## config.mk

```make
export PLATFORM = sky130hd
export DESIGN_NAME = uart_tx
export DESIGN_NICKNAME = d
export VERILOG_FILES = /design/src/mem_map_pkg.sv /design/src/uart_tx.sv
export SDC_FILE = /design/constraint.sdc
export NUM_CORES = 1
export LEC_CHECK = 0
export BUFFER_PORTS_ARGS = -buffer_cell sky130_fd_sc_hd__buf_2
export CORE_UTILIZATION = 60
export CTS_CLUSTER_DIAMETER = 200
export DETAILED_ROUTE_END_ITERATION = 8
export GPL_ROUTABILITY_DRIVEN = 1
export HOLD_SLACK_MARGIN = 0.02
export PLACE_DENSITY = 0.95
export SLEW_MARGIN = 20
export SYNTH_ARGS = -nofsm -noshare
export SYNTH_HDL_FRONTEND = slang
export SYNTH_SLANG_ARGS = --single-unit
```

## constraint.sdc

```tcl
create_clock -name clk -period 4.1 [get_ports clk]
set_input_delay 0.205 -clock clk [delete_from_list [all_inputs] [get_ports clk]]
set_output_delay 0.205 -clock clk [all_outputs]
set_load 0.02 [all_outputs]
```

## src/mem_map_pkg.sv

```systemverilog
// Bus widths, address windows, RAM depth and UART register constants for the data bus
package mem_map_pkg;

	// Core bus widths
	localparam int data_width = 32;
	localparam int addr_width = 32;

	// RAM window, end is exclusive
	localparam logic [addr_width-1:0] ram_base = 32'h1001_0000;
	localparam logic [addr_width-1:0] ram_end = 32'h1004_0000;

	// UART carve-out inside the RAM window, both bounds inclusive
	localparam logic [addr_width-1:0] uart_base = 32'h1001_0020;
	localparam logic [addr_width-1:0] uart_last = 32'h1001_0040;

	// Stack window starts at ram_end, top is exclusive
	localparam logic [addr_width-1:0] stack_top = 32'h7FFF_EFFC;
	// Byte offset in RAM that lines up with stack_top
	localparam logic [addr_width-1:0] stack_offset = 32'h0000_00D4;

	// Data RAM geometry in words
	localparam int ram_addr_width = 8;
	localparam int ram_depth = 256;

	// UART register index width and word offsets
	localparam int uart_reg_width = 4;
	localparam logic [uart_reg_width-1:0] uart_reg_tx = 4'd0;
	localparam logic [uart_reg_width-1:0] uart_reg_status = 4'd1;
	localparam logic [uart_reg_width-1:0] uart_reg_divisor = 4'd2;

	// Baud divisor, in clock cycles per bit
	localparam int divisor_width = 16;
	localparam logic [divisor_width-1:0] divisor_reset = 16'd8;

endpackage

```

## src/uart_tx.sv

```systemverilog
// 8N1 serial transmitter with baud counter and frame shift register
`timescale 1ns/1ns

module uart_tx (
	input  logic                                  clk,
	input  logic                                  reset,
	// Launch pulse and byte from the register file
	input  logic                                  tx_start,
	input  logic [7:0]                            tx_data,
	// Cycles per bit
	input  logic [mem_map_pkg::divisor_width-1:0] divisor,
	// Serial line, idles high
	output logic                                  tx,
	output logic                                  tx_busy
);
	import mem_map_pkg::*;

	// Frame shifts out LSB first, ones fill in from the top
	logic [9:0] frame;
	// Cycles left in the current bit
	logic [divisor_width-1:0] baud_cnt;
	// Bits left after the current one
	logic [3:0] bit_cnt;
	logic busy;

	always_ff @(posedge clk) begin
		if (reset) begin
			frame <= '1;
			baud_cnt <= '0;
			bit_cnt <= '0;
			busy <= 1'b0;
		end else if (!busy) begin
			if (tx_start) begin
				// Stop bit, data, start bit
				frame <= {1'b1, tx_data, 1'b0};
				baud_cnt <= divisor - 1'b1;
				bit_cnt <= 4'($bits(frame) - 1);
				busy <= 1'b1;
			end
		end else if (baud_cnt != '0) begin
			baud_cnt <= baud_cnt - 1'b1;
		end else if (bit_cnt != '0) begin
			// Next bit onto the line
			frame <= {1'b1, frame[9:1]};
			baud_cnt <= divisor - 1'b1;
			bit_cnt <= bit_cnt - 1'b1;
		end else begin
			// End of stop bit
			// Line already high, nothing to shift
			busy <= 1'b0;
		end
	end

	// Line driven straight from the frame flop
	assign tx = frame[0];
	assign tx_busy = busy;

endmodule

```

==> flow_summary.ini <==
[outcome]
status = complete, but fails checks
violations = design-rule violations

[routing]
wl_per_cell_um = 15.1
via_per_inst = 6.48
drtIter0Drc = 134
drc = 1
totalWireLength_mm = 4.38
ant_nets = 0
vias = 1878
drt_pass1_iterations = 6

[synthesis]
synth.distinct_cells = 52
synth.yosys.seq_area_share = 0.323
syn_avg_cell_area_um2 = 8.02
ys_seq_elements = 30
synth-edff-count = 0
yosys_warnings = 0
syn_inst = 232
async_flop_share = 0
synth_nets = 264
synth_flop_cell = dfxtp_1
syn_area_um2 = 1860

[finish]
diodes = 0
layout_common_cells = 30 x dfxtp_1, 28 x nor2_1, 28 x buf_2
final_common_cell = dfxtp_1
area_delta_synth_final_pct = 10.1
fin_nets = 291
layout-drive-gt1-share = 0.170
stdcell_area_um2 = 2050

[sta]
hold_ws_ns = 0.146
grt_setup_unrepaired = false
fin_skew_ns = 0.0110
finalHoldViolCount = 0
slew_viol_final = 0
max_slew_margin = 0.316
fin_tns_setup_ns = 0
fin_crit_ns = 2.62
setup_viol = 0
tightest_slew_ns = 1.03
fmax_mhz = 381
period_share = 0.639

[clocking]
clk_latency_ns = 0.33
clock-sinks = 30
cts_buffers = 5
clk_pin_slew_ns = 0.10
htree_levels = 2
cts_tree = built
postCtsSetupRepairBufs = 0
cts_buffer_depth = 2
cts_resized = 0
cts_root_buf = clkbuf_4
cts_hold_buf = 0

[place]
port_buffers = 28
gp_congestion = 0.929
hpwl_mm = 3.11
place_area_um2 = 2000

[floorplan]
die_h_um = 57.7
die_w_um = 57.7
core_um2 = 2850
io_pins = 29
start_util = 0.652
die-area_um2 = 3330
rows = 19

[setup_path]
crit_type = flop to flop
required_ns = 4.37
slowest_stage = a21oi_1
crit_end = bit_cnt[2]
crit_chain = inv_1, ha_1, or4b_4, nand4b_1, a21oi_1, nand2_1, xor2_1, nor3_1
rrSetupSlack_ns = 1.48
worst_path_largest_cell_delay_ns = 0.80
critPathLaunch = baud_cnt[0]
reg2reg_to = bit_cnt[2]
rr_worst_depth = 8
r2r_start = baud_cnt[0]
crit_path_max_fanout = 12
setup.worst_path.start_class = flop
critPathArrivalTime_ns = 2.89
end_kind = flop

[grt]
grt_pass1_vias = 1628
grt_util_all_layers = 0.284
antenna_found_initial = 0
grt_pass1_wl_mm = 7.25
grt-ovfl-total = 0
grt_max_degree = 28

[power]
p_per_area_nw_per_um2 = 551
leakage_uw = 0.000829
ir_drop_v = 0.000318

[job]
cap_violations = 0

[min_path]
holdCritPathClass = primary input to flop
[kinds of logic after synthesis]
family	count (synthesis)	share of synthesized area
XOR/XNOR	16	0.0753
adder cells (fa/ha/maj)	5	0.0336
AND/OR/NAND/NOR	93	0.268
buffers and inverters	17	0.0377
multiplexers	7	0.0377
AO/OA/AOI/OAI	64	0.225
flip-flops	30	0.323
[power by group]
group	internal [uW]	switching, uW	total, uW
registers	364	83.6	447
logic	205	311	516
clock network	64.6	99.9	165
total	633	495	1130
[flip-flops by register name, summed over array words and instances, names as in the netlist]
signal and flops:
baud_cnt 16, bit_cnt 4, tx_busy 1, frame 9
[metal layers]
layer,wire [um],track usage
met5,0,0
met1,1880,0.370
met2,2010,0.440
met3,305,0.0670
met4,178,0.150
[worst max-delay path: cells and delay by family, from the launching register on]
kind,cells,cell delay (ns)
xor gates and xnor gates,1,0.17
DFF,1,0.35
adders and majority gates,1,0.15
AOI/OAI and AO/OA,1,0.80
buffers and inverters,1,0.13
and+or+nand+nor,4,0.97
[synth_stat cells, types with 4 or more instances]
library cell / n / share of area
dfxtp_1: 30 / 0.32
nor2_1: 28 / 0.056
a21oi_1: 26 / 0.070
nand2_1: 25 / 0.050
xor2_1: 12 / 0.056
inv_1: 8 / 0.016
nor3_1: 8 / 0.022
o211ai_1: 8 / 0.032
mux2i_1: 7 / 0.038
o21ai_0: 7 / 0.019
nor4_1: 6 / 0.020
clkbuf_1: 5 / 0.010
ha_1: 5 / 0.034
nand3_1: 5 / 0.013
xnor2_1: 4 / 0.019
[final cells by class]
cell class | count | area (um^2)
Tap cell | 31 | 38.8
Inverter | 9 | 33.8
Clock buffer | 7 | 45.0
Timing Repair Buffer | 28 | 140
Sequential cell | 30 | 601
Fill cell | 221 | 805
Multi-Input combinational cell | 185 | 1190
[through the flow]
stage          utilization  cells  setup WS (ns)  power (uW)
6_report             0.718    290           1.48        1130
5_1_grt              0.718    290           1.30        1200
4_1_cts              0.718    290           1.53        1120
3_5_place_dp         0.702    283           1.50         951
3_3_place_gp         0.702    283           1.62         935
2_1_floorplan            -    232           2.07         834
[how the worst min path moves through the flow]
stage / from / endpoint / slack, ns / cells after the start
final: tx_data[7] / frame[8] / 0.15 / 3
after global routing: tx_data[2] / frame[3] / 0.20 / 3
after CTS: tx_data[7] / frame[8] / 0.14 / 3
after detailed placement: frame[0] / frame[0] / 0.46 / 1
after global placement: frame[5] / frame[5] / 0.47 / 2
after floorplan: reset / baud_cnt[8] / 0.31 / 1
Note: power is estimated with default switching activity, not from simulation.
