===== src/mem_map_pkg.sv =====
// Bus widths, address windows, RAM depth and UART register constants for the data bus
package mem_map_pkg;

	// Core bus widths
	localparam int data_width = 32;
	localparam int addr_width = 32;

	// RAM window, end is exclusive
	localparam logic [addr_width-1:0] ram_base = 32'h1001_0000;
	localparam logic [addr_width-1:0] ram_end = 32'h1004_0000;

	// UART carve-out inside the RAM window, both bounds inclusive
	localparam logic [addr_width-1:0] uart_base = 32'h1001_0020;
	localparam logic [addr_width-1:0] uart_last = 32'h1001_0040;

	// Stack window starts at ram_end, top is exclusive
	localparam logic [addr_width-1:0] stack_top = 32'h7FFF_EFFC;
	// Byte offset in RAM that lines up with stack_top
	localparam logic [addr_width-1:0] stack_offset = 32'h0000_00D4;

	// Data RAM geometry in words
	localparam int ram_addr_width = 8;
	localparam int ram_depth = 256;

	// UART register index width and word offsets
	localparam int uart_reg_width = 4;
	localparam logic [uart_reg_width-1:0] uart_reg_tx = 4'd0;
	localparam logic [uart_reg_width-1:0] uart_reg_status = 4'd1;
	localparam logic [uart_reg_width-1:0] uart_reg_divisor = 4'd2;

	// Baud divisor, in clock cycles per bit
	localparam int divisor_width = 16;
	localparam logic [divisor_width-1:0] divisor_reset = 16'd8;

endpackage


===== src/memory_map.sv =====
// Address decoder with slave selects, word index translation and read-data return mux
`timescale 1ns/1ns

module memory_map (
	// Core side
	input  logic [mem_map_pkg::addr_width-1:0]     address,
	input  logic [mem_map_pkg::data_width-1:0]     wd,
	input  logic                                   we,
	output logic [mem_map_pkg::data_width-1:0]     rd,
	// Data RAM side
	output logic                                   ram_sel,
	output logic                                   ram_we,
	output logic [mem_map_pkg::ram_addr_width-1:0] ram_addr,
	output logic [mem_map_pkg::data_width-1:0]     ram_wdata,
	input  logic [mem_map_pkg::data_width-1:0]     ram_rdata,
	// UART register side
	output logic                                   uart_sel,
	output logic                                   uart_we,
	output logic [mem_map_pkg::uart_reg_width-1:0] uart_addr,
	output logic [mem_map_pkg::data_width-1:0]     uart_wdata,
	input  logic [mem_map_pkg::data_width-1:0]     uart_rdata
);
	import mem_map_pkg::*;

	// Raw window compares
	logic in_ram_window;
	logic in_uart_window;
	logic in_stack_window;

	// Decoded target, at most one set
	logic hit_ram;
	logic hit_uart;
	logic hit_stack;

	// Byte offsets into each slave
	logic [addr_width-1:0] ram_byte;
	logic [addr_width-1:0] stack_byte;
	logic [addr_width-1:0] uart_byte;

	assign in_ram_window = (address >= ram_base) && (address < ram_end);
	assign in_uart_window = (address >= uart_base) && (address <= uart_last);
	// Stack sits directly above the RAM window
	assign in_stack_window = (address >= ram_end) && (address < stack_top);

	// UART carve-out wins inside the RAM window
	assign hit_uart = in_ram_window && in_uart_window;
	assign hit_ram = in_ram_window && !in_uart_window;
	assign hit_stack = in_stack_window;

	// Offset from window base
	assign ram_byte = address - ram_base;
	assign uart_byte = address - uart_base;
	// Stack grows down from stack_top, folded onto stack_offset in RAM
	assign stack_byte = address - stack_top + stack_offset;

	// Stack and RAM share one slave
	assign ram_sel = hit_ram || hit_stack;
	assign uart_sel = hit_uart;

	// Write strobes only reach the selected slave
	assign ram_we = ram_sel && we;
	assign uart_we = uart_sel && we;

	// Write data goes to both slaves, strobes decide
	assign ram_wdata = wd;
	assign uart_wdata = wd;

	// Word index per slave
	always_comb begin
		ram_addr = '0;
		uart_addr = '0;
		if (hit_stack) begin
			ram_addr = stack_byte[ram_addr_width+1:2];
		end else if (hit_ram) begin
			ram_addr = ram_byte[ram_addr_width+1:2];
		end
		if (hit_uart) begin
			uart_addr = uart_byte[uart_reg_width+1:2];
		end
	end

	// Read data return, same cycle as the address
	always_comb begin
		if (hit_uart) begin
			rd = uart_rdata;
		end else if (hit_ram || hit_stack) begin
			rd = ram_rdata;
		end else begin
			// Reserved space reads as zero
			rd = '0;
		end
	end

endmodule


===== config.mk =====
export PLATFORM = sky130hd
export DESIGN_NAME = memory_map
export DESIGN_NICKNAME = d
export VERILOG_FILES = /design/src/mem_map_pkg.sv /design/src/memory_map.sv
export SDC_FILE = /design/constraint.sdc
export NUM_CORES = 1
export LEC_CHECK = 0
export BUFFER_PORTS_ARGS = -buffer_cell sky130_fd_sc_hd__buf_2
export CORE_AREA = 2 2 93 95
export DETAILED_ROUTE_END_ITERATION = 16
export DIE_AREA = 0 0 95 97
export SLEW_MARGIN = 30
export SYNTH_ARGS = -nofsm -noshare
export SYNTH_HDL_FRONTEND = slang
export SYNTH_SLANG_ARGS = --single-unit

===== constraint.sdc =====
create_clock -name vclk -period 2.4
set_input_delay 0 -clock vclk [all_inputs]
set_output_delay 0 -clock vclk [all_outputs]
set_load 0.005 [all_outputs]

==> results.txt, run 1 <==
The final-layout clock buffer total is 0. The y dimension of the die came out at 97 um. The final weighted congestion in routability-driven placement is 0.846.

The maximum ir drop on the vdd rail came out at 0.0444 mV. The standard cell with the maximum stage delay on the critical path is sky130_fd_sc_hd__o311a_1. The post-synthesis cell type count is 34. The number of setup violations in the final report is 0. The signal on the critical path passes through buf_2 -> nor3_1 -> nand3_1 -> o311a_1 -> nor2_8 -> o2bb2ai_1 -> buf_2. Leaving out fill and tap cells, the most frequent cells in the layout are sky130_fd_sc_hd__buf_2 (145), sky130_fd_sc_hd__o21ai_0 (33), sky130_fd_sc_hd__o2bb2ai_1 (32). The post-synthesis mux area share came out at 0%. The run finished with clean final reports. Grouping stages by cell kind, the critical path spends the most delay in simple AND/OR/NAND/NOR gates. Setup repair after global routing left no endpoint under its margin. For this run, the detailed router's first-pass iteration total came to 4. Global routing finished with a remaining overflow of 0. The shortest period the worst path allows is 2.05 ns. The sequential fraction of the synthesis area came out at 0%. For the pin with the worst max-slew slack, the measured transition is 0.847 ns. The power density normalized to cell area is 123 nW/um^2.

The cell count of the worst hold path came out at 0. The share of the synthesized area in the top cell type came out at 31.7%. After floorplanning, the core was divided into 33 placement rows.

The pin count of the biggest net entering global routing is 36. The simple-gate area share of the yosys netlist came out at 19.3%. The critical path in this run is classified as input port to output port. The most common cell after layout, fill and taps aside is sky130_fd_sc_hd__buf_2. Cells with a size suffix above 1 make up 53.8% of the layout. Dividing the detail-routed wire length by the instance count gives 14.3 um. Summing the areas of all compound-gate instances in the mapped netlist gives 39.1% of the synthesized area.

The number of failing hold endpoints at the final stage came out at 0. The number of sequential storage elements is 0. The quantity of hold-fixing buffers added after cts is 0.

The min-delay analysis places its worst path in the category input port to output port. The worst hold path terminates at uart_wdata[11]. The combined global-route utilization of all metal layers came out at 10.8%. The number of gates resized after cts is 0. The layout-stage area growth over the synthesis result came out at 20.2%. The number of violations reported at the end of detailed-routing iteration 0 came out at 45.

sky130_fd_sc_hd__buf_4 takes more of the synthesized area than any other cell. The required arrival time at the worst endpoint is 2.40 ns. The fmax came out at 0.488 GHz. The leakage power figure is 0.930 nW. The post-synthesis instance area is 1540 um^2.

Counting both buffers and inverters, the worst setup path holds a total of 2. The initial antenna violation count was 0. During I/O placement, the number of pins put on the boundary was 241. The final-report max-slew violation count came out at 0. In the post-synthesis netlist, the biggest area contributors are sky130_fd_sc_hd__buf_4 (32%), sky130_fd_sc_hd__o2bb2ai_1 (18%), sky130_fd_sc_hd__o21ai_0 (11%). The average instance in the mapped netlist occupies 6.93 um^2. The wire length of the first global-routing pass came out at 8.25 mm.

The final-stage net count is 425. The number of vias per cell after detailed routing is 4.62. The synthesized netlist devotes 0.569% of its cell area to XOR and XNOR gates. The kind of launch point of the worst setup path is an input port.

The layout has 948 filler cells. The total die area is 9220 um^2. The delay of the slowest cell on the worst path is 0.59 ns.

The area taken by flip-flops and latches came out at 0 um^2. The startpoint of the most critical hold path is wd[11]. The cell that appears most often on the critical path is sky130_fd_sc_hd__buf_2.

The max-cap check violation count is 0. Setup total negative slack on the finished layout was measured at 0 ns. The number of diodes added for antenna fixing came out at 0.

The total via count in the routed design came out at 1834. For this run, the number of Yosys warnings is 0. After technology mapping, the gate count stands at 222. Post-CTS timing repair inserted 0 buffers for setup. Buffers placed on the I/O ports in this run total 145.

Once detail routing completed, the nets flagged for antenna violations numbered 0. The main combinational cell family by area after synthesis is buffers and inverters. Of the available clock period, the critical path in the final layout requires 85.4%. The die boundary width came out at 95 um. The number of global-route vias before repair came out at 1667. The effective utilization at floorplan came out at 18.9%.

The area of the core is 8130 um^2. The highest net fanout along the worst path came out at 35. The relative slew slack is 43.5%.

The endpoint arrival time on the critical path is 2.05 ns. The tightest hold path in the finished design has a slack of 0.00000291 ns. The adder and majority gate portion of the synthesized area came out at 1.63%. The DRC violation count after routing came out at 0. The post-DP HPWL came out at 4.82 mm.

The endpoint class of the critical path is an output port. The total wire length came out at 5.68 mm. The number of nets in the synthesized netlist came out at 353.
-- metal layers --
layer,track usage [%],vias to the layer above,share of wire [%]
met4,0.892,0,0.44
li1,-,894,-
met2,22.5,129,54
met3,0.779,5,9.0
met1,11.9,806,37
met5,0,-,0
-- cell usage after synthesis (all sizes together), types with 4 or more instances --
master and number:
buf 73, o21ai 35, o2bb2ai 32, nor2 12, inv 8, nand4 8, nand2 7, nand3 7
nor3 7, clkbuf 6, nor4 4, o221ai 4
-- power by group --
group	switching, mW	internal [mW]	total [mW]
combinational	0.110	0.118	0.228
sequential	0	0	0
clock	0	0	0
-- worst max path at each step --
stage / startpoint / end / cells after the start
2_1_floorplan: address[6] / rd[11] / 7
6_report: address[31] / rd[17] / 7
3_3_place_gp: address[31] / rd[17] / 7
5_1_grt: address[31] / rd[10] / 7
3_5_place_dp: address[31] / rd[17] / 7
4_1_cts: address[31] / rd[17] / 7
-- metrics by stage --
step	setup slack, ns	instances	power (mW)	instance area [um^2]	util, %
final	0.351	397	0.228	1850	22.7
after global routing	0.127	397	0.258	1850	22.7
after CTS	0.331	397	0.231	1850	22.7
after detailed placement	0.338	397	0.230	1850	22.7
after global placement	0.414	397	0.225	1850	22.7
after floorplan	1.12	222	0.175	1540	-
-- cell families (layout without fill, tap and decap cells) --
kind of cell,Yosys count,in the layout
buffers and inverters,87,157
AO/OA/AOI/OAI,82,82
adder cells (fa/ha/maj),2,2
AND/OR/NAND/NOR,50,50
XOR/XNOR,1,1
-- cell type report --
cell class | instances | area [um^2] | share of cell area, %
inverters | 8 | 30.0 | 1.62
multi-input cells | 135 | 932 | 50.4
well taps | 105 | 131 | 7.10
repair buffers | 149 | 756 | 40.9
No activity file was read; power rests on OpenSTA's default activity.
==> run 2: changes to the inputs <==
BUFFER_PORTS_ARGS = -buffer_cell sky130_fd_sc_hd__buf_4   (was -buffer_cell sky130_fd_sc_hd__buf_2)
==> run 2 against run 1 <==
Compared with the run above:
- largest cell class is now buffers
- first-iteration DRC count fell by 18%
- critical endpoint is now rd[22]
- die area stayed put
- wire length increased by 3.2%
- combinational power rose by 30%
- cell area up 20%
- sequential cell count stayed put
- clock-buffer cell count unchanged
- cell count stayed put
- non-clock buffer count stayed put
- setup slack worse by 0.049 ns
==> results.txt, run 2 (synthesis gave the netlist of run 1 again) <==
The total setup buffers inserted after CTS came to 0 (unchanged). The cell count of the worst hold path came out at 0 (unchanged). The row count came out at 33 (unchanged). The delay of the slowest cell on the worst path came out at 0.60 ns (was 0.59 ns).

The number of vias per cell after detailed routing came out at 4.74 (was 4.62). The routed wire length per instance is 14.8 um (was 14.3 um). The startpoint of the most critical hold path is wd[11] (unchanged).

The endpoint class of the critical path is an output port (unchanged). The number of diodes added for antenna fixing came out at 0 (unchanged). The kind of launch point of the worst setup path is an input port (unchanged).

The pin count of the biggest net entering global routing is 36 (unchanged). The number of buffers added on ports is 145 (unchanged). The maximum ir drop on the vdd rail is 0.0453 mV (was 0.0444 mV). The class of the tightest hold or removal check is input port to output port (unchanged). The fill cell instance count of the final layout came out at 893 (was 948).

The area of the core is 8130 um^2 (unchanged). The total wire length came out at 5.86 mm (was 5.68 mm). The shortest period the worst path allows is 2.10 ns (was 2.05 ns). The core occupancy in the finished layout is 27.2% (was 22.7%). The die boundary width came out at 95 um (unchanged). The y dimension of the die came out at 97 um (unchanged). The final-stage net count is 425 (unchanged). The power density normalized to cell area came out at 134 nW/um^2 (was 123 nW/um^2).

The total die area is 9220 um^2 (unchanged). The actual transition at the worst max-transition pin is 0.868 ns (was 0.847 ns). The endpoint arrival time on the critical path is 2.10 ns (was 2.05 ns). The total power after layout came to 0.296 mW (was 0.228 mW). The area used by multi-input combinational logic came out at 932 um^2 (unchanged). The initial antenna violation count was 0 (unchanged). The number of I/O pins is 241 (unchanged). The wire length of the first global-routing pass came out at 8.42 mm (was 8.25 mm).

The post-DP HPWL is 4.97 mm (was 4.82 mm). The period utilization is 87.4% (was 85.4%). Status: completed (unchanged). The max-cap check violation count was 0 (unchanged). The number of failing hold endpoints at the final stage is 0 (unchanged). The number of global-route vias before repair is 1703 (was 1667). The final critical-path setup slack is 0.302 ns (was 0.351 ns). RSZ-0062 raised after global routing: false (unchanged). The critical setup path kind is input port to output port (unchanged). The sum of overflow across all layers after global routing came out at 0 (unchanged). The area taken by flip-flops and latches came out at 0 um^2 (unchanged). The total negative slack is 0 ns (unchanged). The DRC violation count after routing came out at 0 (unchanged).

The leakage power figure came to 1.03 nW (was 0.930 nW). The final-report max-slew violation count came out at 0 (unchanged). The highest net fanout along the worst path came out at 35 (unchanged). The share of layout cells above drive strength 1 came out at 53.8% (unchanged). The final weighted congestion in routability-driven placement was 0.857 (was 0.846). Critical Path, Cell by Cell: buf_4 -> nor3_1 -> nand3_1 -> o311a_1 -> nor2_8 -> o2bb2ai_1 -> buf_4 (was buf_2 -> nor3_1 -> nand3_1 -> o311a_1 -> nor2_8 -> o2bb2ai_1 -> buf_2). The effective utilization at floorplan is 18.9% (unchanged). The standard cell with the maximum stage delay on the critical path is sky130_fd_sc_hd__o311a_1 (unchanged). The detailed-router iteration count before antenna repair is 4 (unchanged). The number of violations reported at the end of detailed-routing iteration 0 is 37 (was 45). The most common cell after layout, fill and taps aside is sky130_fd_sc_hd__buf_4 (was sky130_fd_sc_hd__buf_2). The layout-stage area growth over the synthesis result was 43.7% (was 20.2%). The relative slew slack came out at 42.1% (was 43.5%). The cell seen most often among critical-path stages was sky130_fd_sc_hd__buf_4 (was sky130_fd_sc_hd__buf_2).

The final-layout clock buffer total came to 0 (unchanged). Highest-count cells in the layout ignoring fill and taps: sky130_fd_sc_hd__buf_4 (149), sky130_fd_sc_hd__o21ai_0 (33), sky130_fd_sc_hd__o2bb2ai_1 (32) (was sky130_fd_sc_hd__buf_2 (145), sky130_fd_sc_hd__o21ai_0 (33), sky130_fd_sc_hd__o2bb2ai_1 (32)). The endpoint of the worst hold path is uart_wdata[11] (unchanged). The quantity of hold-fixing buffers added after cts is 0 (unchanged). The fmax is 0.477 GHz (was 0.488 GHz). The number of gates resized after cts came to 0 (unchanged). The number of sequential storage elements was 0 (unchanged). The placement-stage worst setup slack is 0.274 ns (was 0.338 ns). The combined global-route utilization of all metal layers was 11.0% (was 10.8%). The number of nets still failing antenna checks after routing is 0 (unchanged). The number of setup violations in the final report is 0 (unchanged).

The required arrival time at the worst endpoint came to 2.40 ns (about the same). The total via count in the routed design came out at 1882 (was 1834).
-- run 2: power breakdown --
part	total, mW	internal (mW)	switching, mW
combinational	0.296	0.183	0.114
sequential	0	0	0
clock	0	0	0
-- run 2: critical path, delay by kind of cell --
kind | cells | cell delay [ns]
simple gates | 3 | 1.03
compound gates | 2 | 0.80
buf+inv | 2 | 0.25
-- run 2: final cells by class --
class	count	share of cell area (%)
multi-input cells	135	42.1
well taps	105	5.94
inverters	8	1.36
repair buffers	149	50.6
-- run 2: worst max path at each step --
stage	start	endpoint	slack, ns	depth (start not counted)
after global routing	address[30]	rd[22]	0.09	7
after floorplan	address[6]	rd[11]	1.12	7
after detailed placement	address[30]	rd[22]	0.27	7
after CTS	address[30]	rd[22]	0.28	7
after global placement	address[21]	rd[17]	0.38	7
final	address[30]	rd[22]	0.30	7
-- run 2: through the flow --
step,cell area (um^2),std cells,hold slack [ns]
finish,2210,397,0.00000291
global route,2210,397,0.0000125
CTS,2210,397,0.0000536
detailed placement,2210,397,0.0000536
global placement,2210,397,0.0000536
floorplan,1540,222,0.0808
-- run 2: routing by layer --
layer / share of wire, % / GRT usage [%] / vias up / routed length [um]
met4: 0.90 / 1.11 / 0 / 53
met2: 53 / 22.0 / 134 / 3080
met3: 9.9 / 1.01 / 7 / 579
li1: - / - / 895 / -
met1: 37 / 12.5 / 846 / 2150
met5: 0 / 0 / - / 0
