<file path="config.mk">
export PLATFORM = sky130hd
export DESIGN_NAME = uart_regs
export DESIGN_NICKNAME = d
export VERILOG_FILES = /design/src/mem_map_pkg.sv /design/src/uart_regs.sv
export SDC_FILE = /design/constraint.sdc
export NUM_CORES = 1
export LEC_CHECK = 0
export BUFFER_PORTS_ARGS = -buffer_cell sky130_fd_sc_hd__buf_2
export CAP_MARGIN = 20
export CORE_MARGIN = 5
export CORE_UTILIZATION = 35
export DETAILED_ROUTE_END_ITERATION = 8
export PLACE_DENSITY = 0.74
export SLEW_MARGIN = 40
export SYNTH_ARGS = -nofsm -noshare
export SYNTH_HDL_FRONTEND = slang
export SYNTH_SLANG_ARGS = --single-unit
</file>
<file path="constraint.sdc">
create_clock -name clk -period 2.4 [get_ports clk]
set_clock_uncertainty 0.05 [all_clocks]
set_input_delay 0.24 -clock clk [delete_from_list [all_inputs] [get_ports clk]]
set_output_delay 0.24 -clock clk [all_outputs]
set_load 0.005 [all_outputs]
</file>
<file path="src/mem_map_pkg.sv">
// Bus widths, address windows, RAM depth and UART register constants for the data bus
package mem_map_pkg;

	// Core bus widths
	localparam int data_width = 32;
	localparam int addr_width = 32;

	// RAM window, end is exclusive
	localparam logic [addr_width-1:0] ram_base = 32'h1001_0000;
	localparam logic [addr_width-1:0] ram_end = 32'h1004_0000;

	// UART carve-out inside the RAM window, both bounds inclusive
	localparam logic [addr_width-1:0] uart_base = 32'h1001_0020;
	localparam logic [addr_width-1:0] uart_last = 32'h1001_0040;

	// Stack window starts at ram_end, top is exclusive
	localparam logic [addr_width-1:0] stack_top = 32'h7FFF_EFFC;
	// Byte offset in RAM that lines up with stack_top
	localparam logic [addr_width-1:0] stack_offset = 32'h0000_00D4;

	// Data RAM geometry in words
	localparam int ram_addr_width = 8;
	localparam int ram_depth = 256;

	// UART register index width and word offsets
	localparam int uart_reg_width = 4;
	localparam logic [uart_reg_width-1:0] uart_reg_tx = 4'd0;
	localparam logic [uart_reg_width-1:0] uart_reg_status = 4'd1;
	localparam logic [uart_reg_width-1:0] uart_reg_divisor = 4'd2;

	// Baud divisor, in clock cycles per bit
	localparam int divisor_width = 16;
	localparam logic [divisor_width-1:0] divisor_reset = 16'd8;

endpackage

</file>
<file path="src/uart_regs.sv">
// UART register file with transmit launch, status readback and baud divisor
`timescale 1ns/1ns

module uart_regs (
	input  logic                                   clk,
	input  logic                                   reset,
	// Bus side from the map
	input  logic                                   sel,
	input  logic                                   we,
	input  logic [mem_map_pkg::uart_reg_width-1:0] addr,
	input  logic [mem_map_pkg::data_width-1:0]     wdata,
	output logic [mem_map_pkg::data_width-1:0]     rdata,
	// Transmitter side
	input  logic                                   tx_busy,
	output logic                                   tx_start,
	output logic [7:0]                             tx_data,
	output logic [mem_map_pkg::divisor_width-1:0]  divisor
);
	import mem_map_pkg::*;

	logic wr_en;
	logic tx_accept;

	assign wr_en = sel && we;

	// Launch only when the transmitter is idle
	// Pending pulse also blocks, busy has not risen yet
	assign tx_accept = wr_en && (addr == uart_reg_tx) && !tx_busy && !tx_start;

	// Control registers
	always_ff @(posedge clk) begin
		if (reset) begin
			tx_start <= 1'b0;
			divisor <= divisor_reset;
		end else begin
			// One-cycle pulse after an accepted write
			tx_start <= tx_accept;
			if (wr_en && (addr == uart_reg_divisor)) begin
				divisor <= wdata[divisor_width-1:0];
			end
		end
	end

	// Byte held for the frame and for readback
	always_ff @(posedge clk) begin
		if (tx_accept) begin
			tx_data <= wdata[7:0];
		end
	end

	// Register readback
	always_comb begin
		rdata = '0;
		case (addr)
			uart_reg_tx: rdata[7:0] = tx_data;
			// Bit 0 is the only status flag
			uart_reg_status: rdata[0] = tx_busy;
			uart_reg_divisor: rdata[divisor_width-1:0] = divisor;
			default: rdata = '0;
		endcase
	end

endmodule

</file>
==> results of run 1 <==
==> routing by layer <==
layer | routed length (µm) | vias up
met3 | 361 | 2
met5 | 0 | -
met1 | 1220 | 458
met2 | 1377 | 58
li1 | - | 515
met4 | 10 | 0
==> kinds of logic after synthesis <==
kind of cell	Yosys count
and+or+nand+nor	48
DFF	25
buffers and inverters	22
muxes	17
AOI/OAI and AO/OA	8
other	1
==> sequential cells by signal, indices dropped and copies added (netlist names) <==
| name | cells |
|---|---|
| divisor | 16 |
| tx_data | 8 |
| tx_start | 1 |
==> cell usage in the layout (no fill, tap or decap) <==
master,n
nor4b_4,1
and3_1,1
edfxtp_1,8
a22o_1,7
nor3_1,1
and2_1,8
nand3b_1,2
nor3b_1,1
dfxtp_1,17
nor2_1,2
nand2b_1,30
conb_1,16
buf_2,65
clkbuf_1,1
nor4_4,1
clkbuf_8,3
mux2i_1,17
buf_4,5
nor4b_1,1
o21a_1,1
==> how the worst min path moves through the flow <==
stage	from	endpoint	slack [ps]	cells after the start
after floorplan	tx_busy	tx_start	270	1
after global placement	wdata[0]	tx_data[0]	380	1
after detailed placement	wdata[0]	tx_data[0]	380	1
after CTS	wdata[0]	tx_data[0]	100	1
after global routing	wdata[7]	tx_data[7]	100	1
final	wdata[0]	tx_data[0]	110	1
==> power breakdown <==
part           internal (mW)  switching (mW)
clock network          0.118           0.120
logic                 0.0370          0.0377
registers              0.438         0.00182
total                  0.594           0.160
==> final cells by class <==
cell class | count | area share
multi-input combinational | 89 | 0.3760
sequential | 25 | 0.3455
timing repair buffer | 70 | 0.2159
tap | 48 | 0.03574
clock buffer | 4 | 0.02681
==> worst max-delay path: stages <==
cell     delay [ps]
buf_2           140
nor4b_4         300
buf_4           260
a22o_1          160
buf_2           110
==> qor.yml, run 1 <==
logic_synthesis:
  synth_top_family_by_area: "simple AND/OR/NAND/NOR gates"
  synthAdderAreaFrac: 0
  syn_area_um2: 1323
  yosys.area_share.simple: 0.2517
  synth_area_leaders: "dfxtp_1 26%, edfxtp_1 18%, nand2b_1 14%"
  ys.flop_type: "dfxtp_1"
  netlist_instances: 121
  synth_edf_count: 8
  yosysMostFrequentCell: "nand2b_1"
  yosys_warnings: 0
  yosys.area.top_type_share: 0.2573
  async_flop_share: 0
  synth_commonest_cells: "30 x nand2b_1, 17 x dfxtp_1, 17 x mux2i_1, 16 x buf_4"
  ys_ff_latch: 25
  syn_area_per_cell_um2: 10.93
  synth_cell_types: 20
  ys_seq_area_frac: 0.4390
  synth-xor-area-share: 0
  synthMuxAreaShare: 0.1287
  synth-compound-area-share: 0.05203
  synth_largest_area_cell: "dfxtp_1"
sta:
  max_freq_ghz: 0.6651
  fin_crit_sh: 0.6265
  timing.final.ws_setup_ps: 896.4
  layout_min_cycle_time_ps: 1504
  holdWs_ps: 112.2
  setup_viol: 0
  tns_ps: 0
  finalHoldViolations: 0
  slew_viol_final: 0
  rsz0062_at_grt: "false"
pwr:
  total_power_uw: 753.3
  p_leak_nw: 0.7795
  peakVddDrop_uv: 191.7
  pwr_density_cell_nw_per_um2: 448.3
layout:
  final_core_util: 0.4590
  antenna_cells: 0
  fin_cells: 236
  syn_to_final_growth_pct: 27.06
  layout-drive-gt1-share: 0.3989
  seq_area_um2: 580.6
  fin_area_um2: 1680
  fillCellCount: 370
  nets: 230
  multiInputGateArea_um2: 631.9
grt:
  groute.layer.met3.usage: 0.04769
  grt-busiest-layer: "met2"
  track_usage: 0.1188
  grt.met1_usage: 0.1480
  grt-ovfl-total: 0
  grt_pass1_vias: 1032
  grt_start_max_net_pins: 34
  grt_pass1_wl_mm: 4.816
  use_met2: 0.1908
  antenna_found_initial: 0
hold_path:
  hold_class: "primary input to flop"
die:
  die_width_um: 71.47
  start_util: 0.3612
  dieArea_um2: 5108
  coreArea_um2: 3661
  num_io_pins: 98
  fp-row-count: 22
  die_h_um: 71.47
cts:
  clk_latency_ps: 260
  hold_buffers: 0
  cts_max_level: 1
  cts.path.max_buffers: 2
  cts-root-buf: "clkbuf_8"
  cts.repair.resized: 0
  numCtsBuffers: 3
  clock_sinks: 25
  cts_tree: "built"
  postCtsSetupBuffers: 0
  cts.clk_slew.worst_paths_ps: 80
worst_setup_path:
  r2r_start: "tx_start"
  startpoint_type: "primary input"
  endpoint_kind: "output port"
  crit_required_ps: 2110
  critPathLaunch: "addr[0]"
  path_class: "primary input to output port"
  r2r_cells: 3
  crit_path_end: "rdata[7]"
  reg2reg_to: "tx_data[6]"
  crit_fanout: 15
  crit_arrival_ps: 1210
  r2r_setup_slack_ps: 1050
placed_design:
  post-place-ws_ps: 752.9
  dpl_cell_area_um2: 1635
  place_inst: 232
  place_hpwl_mm: 2.279
  place_congestion: 0.6570
  port_buffers: 65
drt:
  firstDrtPassIters: 4
  avgViaCountPerCell: 4.377
  via_count: 1033
  wl_per_cell_um: 12.58
  wirelength_mm: 2.970
  drtIter0Drc: 36
  drc: 0
  antenna_left: 0
run_status:
  status: "finished clean"
flow_run:
  drv_cap: 0
No activity file was read; power rests on OpenSTA's default activity.
==> run 2: changes to the inputs <==
==> constraint.sdc (replaced) <==
create_clock -name clk -period 1.5 [get_ports clk]
set_clock_uncertainty 0.05 [all_clocks]
set_input_delay 0.15 -clock clk [delete_from_list [all_inputs] [get_ports clk]]
set_output_delay 0.15 -clock clk [all_outputs]
set_load 0.005 [all_outputs]
==> run 2 against run 1 <==
Compared with the run above: sequential share of layout area shrank 0.88 points; die area is the same; critical path type unchanged; sequential cell count is the same; highest routed layer unchanged.
==> qor.yml, run 2 (same netlist as run 1, synthesis figures left out) <==
cts:
  cts_max_level: 1
  clk_latency_ps: 260
  cts_tree: "built"
  clock_sinks: 25
  cts.path.max_buffers: 2
  postCtsSetupBuffers: 0
  cts.repair.resized: 0
  numCtsBuffers: 3
  hold_buffers: 0
  cts-root-buf: "clkbuf_8"
  cts.clk_slew.worst_paths_ps: 80
worst_setup_path:
  crit_arrival_ps: 1220
  crit_slowest_cell: "nor4b_4"
  path_buf_inv: 4
  r2r_start: "tx_start"
  crit_required_ps: 1300
  crit_path_cell_trace: "buf_2 > buf_4 > nor4b_4 > buf_4 > a22o_1 > buf_2"
  endpoint_kind: "output port"
  path_class: "primary input to output port"
  reg2reg_to: "tx_data[6]"
  r2r_cells: 3
  cpLargestDelayFamily: "buffers and inverters"
  crit_fanout: 15
  startpoint_type: "primary input"
  r2r_setup_slack_ps: 250
  slowest_delay_ps: 280
grt:
  antenna_found_initial: 0
  track_usage: 0.1147
  grt_start_max_net_pins: 34
  grt-ovfl-total: 0
  grt_pass1_wl_mm: 4.650
  grt_pass1_vias: 1029
placed_design:
  dpl_cell_area_um2: 1679
  post-place-ws_ps: 11.20
  port_buffers: 65
  place_congestion: 0.6671
  place_hpwl_mm: 2.244
layout:
  layout-drive-gt1-share: 0.4074
  fin_area_um2: 1724
  final_common_cell: "buf_2"
  reg_top3: "divisor (16), tx_data (8), tx_start (1)"
  nets: 231
  syn_to_final_growth_pct: 30.37
  largest_register_ffs: 16
  fillCellCount: 365
  antenna_cells: 0
  top_register: "divisor"
  mostFrequentLayoutCells: "65 x buf_2, 30 x nand2b_1, 17 x mux2i_1, 17 x dfxtp_1, 16 x conb_1"
drt:
  firstDrtPassIters: 4
  antenna_left: 0
  avgViaCountPerCell: 4.338
  wl_per_cell_um: 12.46
  wirelength_mm: 2.953
  via_count: 1028
  drtIter0Drc: 12
  drc: 0
die:
  fp-row-count: 22
  start_util: 0.3612
  num_io_pins: 98
  die_h_um: 71.47
  die_width_um: 71.47
  dieArea_um2: 5108
  coreArea_um2: 3661
sta:
  slew_viol_final: 0
  tns_ps: 0
  layout_min_cycle_time_ps: 1421
  rsz0062_at_grt: "false"
  finalHoldViolations: 0
  max_freq_ghz: 0.7039
  fin_crit_sh: 0.9471
  timing.final.ws_setup_ps: 79.38
  setup_viol: 0
pwr:
  p_leak_nw: 0.7952
  p_int_uw: 954.8
  total_power_mw: 1.218
  pwr_density_cell_nw_per_um2: 706.5
  peakVddDrop_uv: 326.2
  p_switching_uw: 263.3
  p_sw_frac: 0.2162
  seqPwrFrac: 0.578
  combPwrFrac: 0.104
  clkPwrFrac: 0.318
hold_path:
  min_from: "wdata[1]"
  hold_path_depth: 1
  whs_endpoint: "tx_data[1]"
  hold_class: "primary input to flop"
run_status:
  status: "finished clean"
flow_run:
  drv_cap: 0
## run 2: cell types whose count changed in the layout (fill, tap and decap cells not counted)
cell	change
nor3b_1	-1
nor3b_4	+1
buf_4	-1
buf_12	+2
## run 2: worst max path at each step
stage,to,from,slack [ps],cells after the start
after floorplan,tx_data[0],addr[1],7,3
after detailed placement,tx_data[2],addr[1],10,5
after global routing,rdata[2],addr[0],20,6
after global placement,tx_data[6],addr[1],10,5
after CTS,rdata[7],addr[0],60,6
final,rdata[7],addr[0],80,6
## run 2: metrics by stage
stage	utilization	hold slack (ps)	std cells
after global placement	0.4586	294.8	233
after global routing	0.4710	13.69	237
after detailed placement	0.4586	293.9	233
final	0.4710	23.51	237
after floorplan	-	176.7	136
after CTS	0.4710	15.29	237
## run 2: layer usage
layer	routed length, µm	share of wire	vias up	global-route usage
met4	10	0.0034	0	0.03132
met2	1393	0.47	51	0.2031
met1	1194	0.40	464	0.1290
li1	-	-	511	-
met5	0	0	-	0
met3	354	0.12	2	0.04208
## run 2: power by group through the flow
stage	clock network (mW)	logic [mW]	registers, mW
6_report	0.388	0.127	0.704
5_1_grt	0.438	0.140	0.705
4_1_cts	0.408	0.128	0.704
3_3_place_gp	0	0.126	0.720
2_1_floorplan	0	0.0907	0.720
3_5_place_dp	0	0.128	0.720
## run 2: area by class of cell
class / count / area (µm²) / share of cell area
Clock buffer: 4 / 45.04 / 0.02612
Sequential cell: 25 / 580.6 / 0.3367
Timing Repair Buffer: 71 / 395.4 / 0.2293
Multi-Input combinational cell: 89 / 643.1 / 0.3730
Tap cell: 48 / 60.06 / 0.03483
==> run 3: changes to the inputs <==
--- a/config.mk
+++ b/config.mk
@@ -7,6 +7,7 @@
 export LEC_CHECK = 0
 export BUFFER_PORTS_ARGS = -buffer_cell sky130_fd_sc_hd__buf_2
 export CAP_MARGIN = 20
+export CORE_ASPECT_RATIO = 1.1
 export CORE_MARGIN = 5
 export CORE_UTILIZATION = 35
 export DETAILED_ROUTE_END_ITERATION = 8
==> run 3 against run 2 <==
Compared with the run above: global-route usage up 0.70 points; routed wire length increased by 2.0%; sequential share of layout area fell by 0.12 points; setup slack better by 36 ps; register-to-register slack about the same; core utilization up 0.25 points; sequential power about the same; sequential cell count unchanged; final area is 0.36% higher; total power down 0.12%; critical path type unchanged.
==> qor.yml, run 3 (same netlist as run 1, synthesis figures left out) <==
worst_setup_path:
  path_buf_inv: 4
  critPathLaunch: "addr[0]"
  r2r_cells: 3
  endpoint_kind: "output port"
  slowest_delay_ps: 300
  cpLargestDelayFamily: "buffers and inverters"
  crit_fanout: 15
  startpoint_type: "primary input"
  crit_slowest_cell: "nor4b_4"
  crit_arrival_ps: 1180
  path_class: "primary input to output port"
  crit_path_cell_trace: "buf_2 > buf_4 > nor4b_4 > buf_6 > a22o_1 > buf_2"
  cp_num_cells: 6
  r2r_start: "tx_start"
  crit_required_ps: 1300
  cpMostUsedCell: "buf_2"
die:
  fp-row-count: 23
  die_width_um: 68.61
  start_util: 0.3619
  num_io_pins: 98
  dieArea_um2: 5109
  coreArea_um2: 3655
  die_h_um: 74.47
layout:
  antenna_cells: 0
  fillCellCount: 383
  multiInputGateArea_um2: 643.1
  reg_top3: "divisor (16), tx_data (8), tx_start (1)"
  seq_area_um2: 580.6
  fin_cells: 239
  layout-drive-gt1-share: 0.4074
  largest_register_ffs: 16
  mostFrequentLayoutCells: "65 x buf_2, 30 x nand2b_1, 17 x mux2i_1, 17 x dfxtp_1, 16 x conb_1"
  syn_to_final_growth_pct: 30.84
  final_common_cell: "buf_2"
  fin_area_um2: 1730
  top_register: "divisor"
  nets: 231
grt:
  grt-ovfl-total: 0
  groute.layer.met3.usage: 0.04230
  use_met2: 0.2174
  grt_pass1_wl_mm: 4.609
  grt-busiest-layer: "met2"
  grt_start_max_net_pins: 34
  grt_pass1_vias: 1027
  antenna_found_initial: 0
  grt.met1_usage: 0.1323
  track_usage: 0.1218
placed_design:
  place_congestion: 0.7050
  port_buffers: 65
  place_inst: 235
  dpl_cell_area_um2: 1682
  place_hpwl_mm: 2.321
sta:
  setup_viol: 0
  max_freq_ghz: 0.7224
  layout_min_cycle_time_ps: 1384
  rsz0062_at_grt: "false"
  slew_viol_final: 0
  finalHoldViolations: 0
  fin_crit_sh: 0.9228
cts:
  clk_latency_ps: 260
  cts-root-buf: "clkbuf_8"
  clock_sinks: 25
  postCtsSetupBuffers: 0
  hold_buffers: 0
  cts.path.max_buffers: 2
  cts_tree: "built"
  cts.clk_slew.worst_paths_ps: 80
  numCtsBuffers: 3
  cts_max_level: 1
  cts.repair.resized: 0
hold_path:
  min_from: "wdata[0]"
  hold_class: "primary input to flop"
  hold_path_depth: 1
pwr:
  pwr_density_cell_nw_per_um2: 703.1
  p_leak_nw: 0.7960
  total_power_mw: 1.217
  peakVddDrop_uv: 408.4
drt:
  drc: 0
  drtIter0Drc: 16
  avgViaCountPerCell: 4.385
  firstDrtPassIters: 4
  via_count: 1048
  wl_per_cell_um: 12.61
  wirelength_mm: 3.013
  antenna_left: 0
run_status:
  status: "finished clean"
flow_run:
  drv_cap: 0
run 3: cell type report:
cell class	count	share of cell area
Multi-Input combinational cell	89	0.3717
Sequential cell	25	0.3355
Timing Repair Buffer	71	0.2307
Tap cell	50	0.03615
Clock buffer	4	0.02603
run 3: where the power goes:
group	internal (mW)	switching [mW]	total, mW
clock network	0.189	0.195	0.385
logic	0.0646	0.0633	0.128
registers	0.701	0.00283	0.704
total	0.955	0.262	1.22
run 3: worst reg2reg max path: cells and delay by family, from the launching register on:
family                 cells  cell delay (ps)
DFF                        1              310
and+or+nand+nor            2              460
buffers and inverters      1              160
run 3: through the flow:
step / utilization / worst slack (ps) / hold WS (ps) / setup TNS [ps]
2_1_floorplan: - / 7.018 / 176.7 / 0
3_5_place_dp: 0.4601 / -2.021 / 295.6 / -2.021
6_report: 0.4735 / 115.8 / 22.80 / 0
3_3_place_gp: 0.4601 / 12.00 / 294.9 / 0
4_1_cts: 0.4724 / 49.95 / 11.88 / 0
5_1_grt: 0.4735 / 36.14 / 3.686 / 0
run 3: final timing paths:
check / endpoint / slack [ps]
setup / recovery: rdata[6] / 120
hold / removal: tx_data[0] / 20
setup reg to reg: tx_data[4] / 250
hold reg to reg: divisor[11] / 440
run 3: per-layer routing:
metal	routed length [µm]	up-vias
met5	0	-
met4	12	0
met3	304	2
met2	1502	50
met1	1193	478
li1	-	518
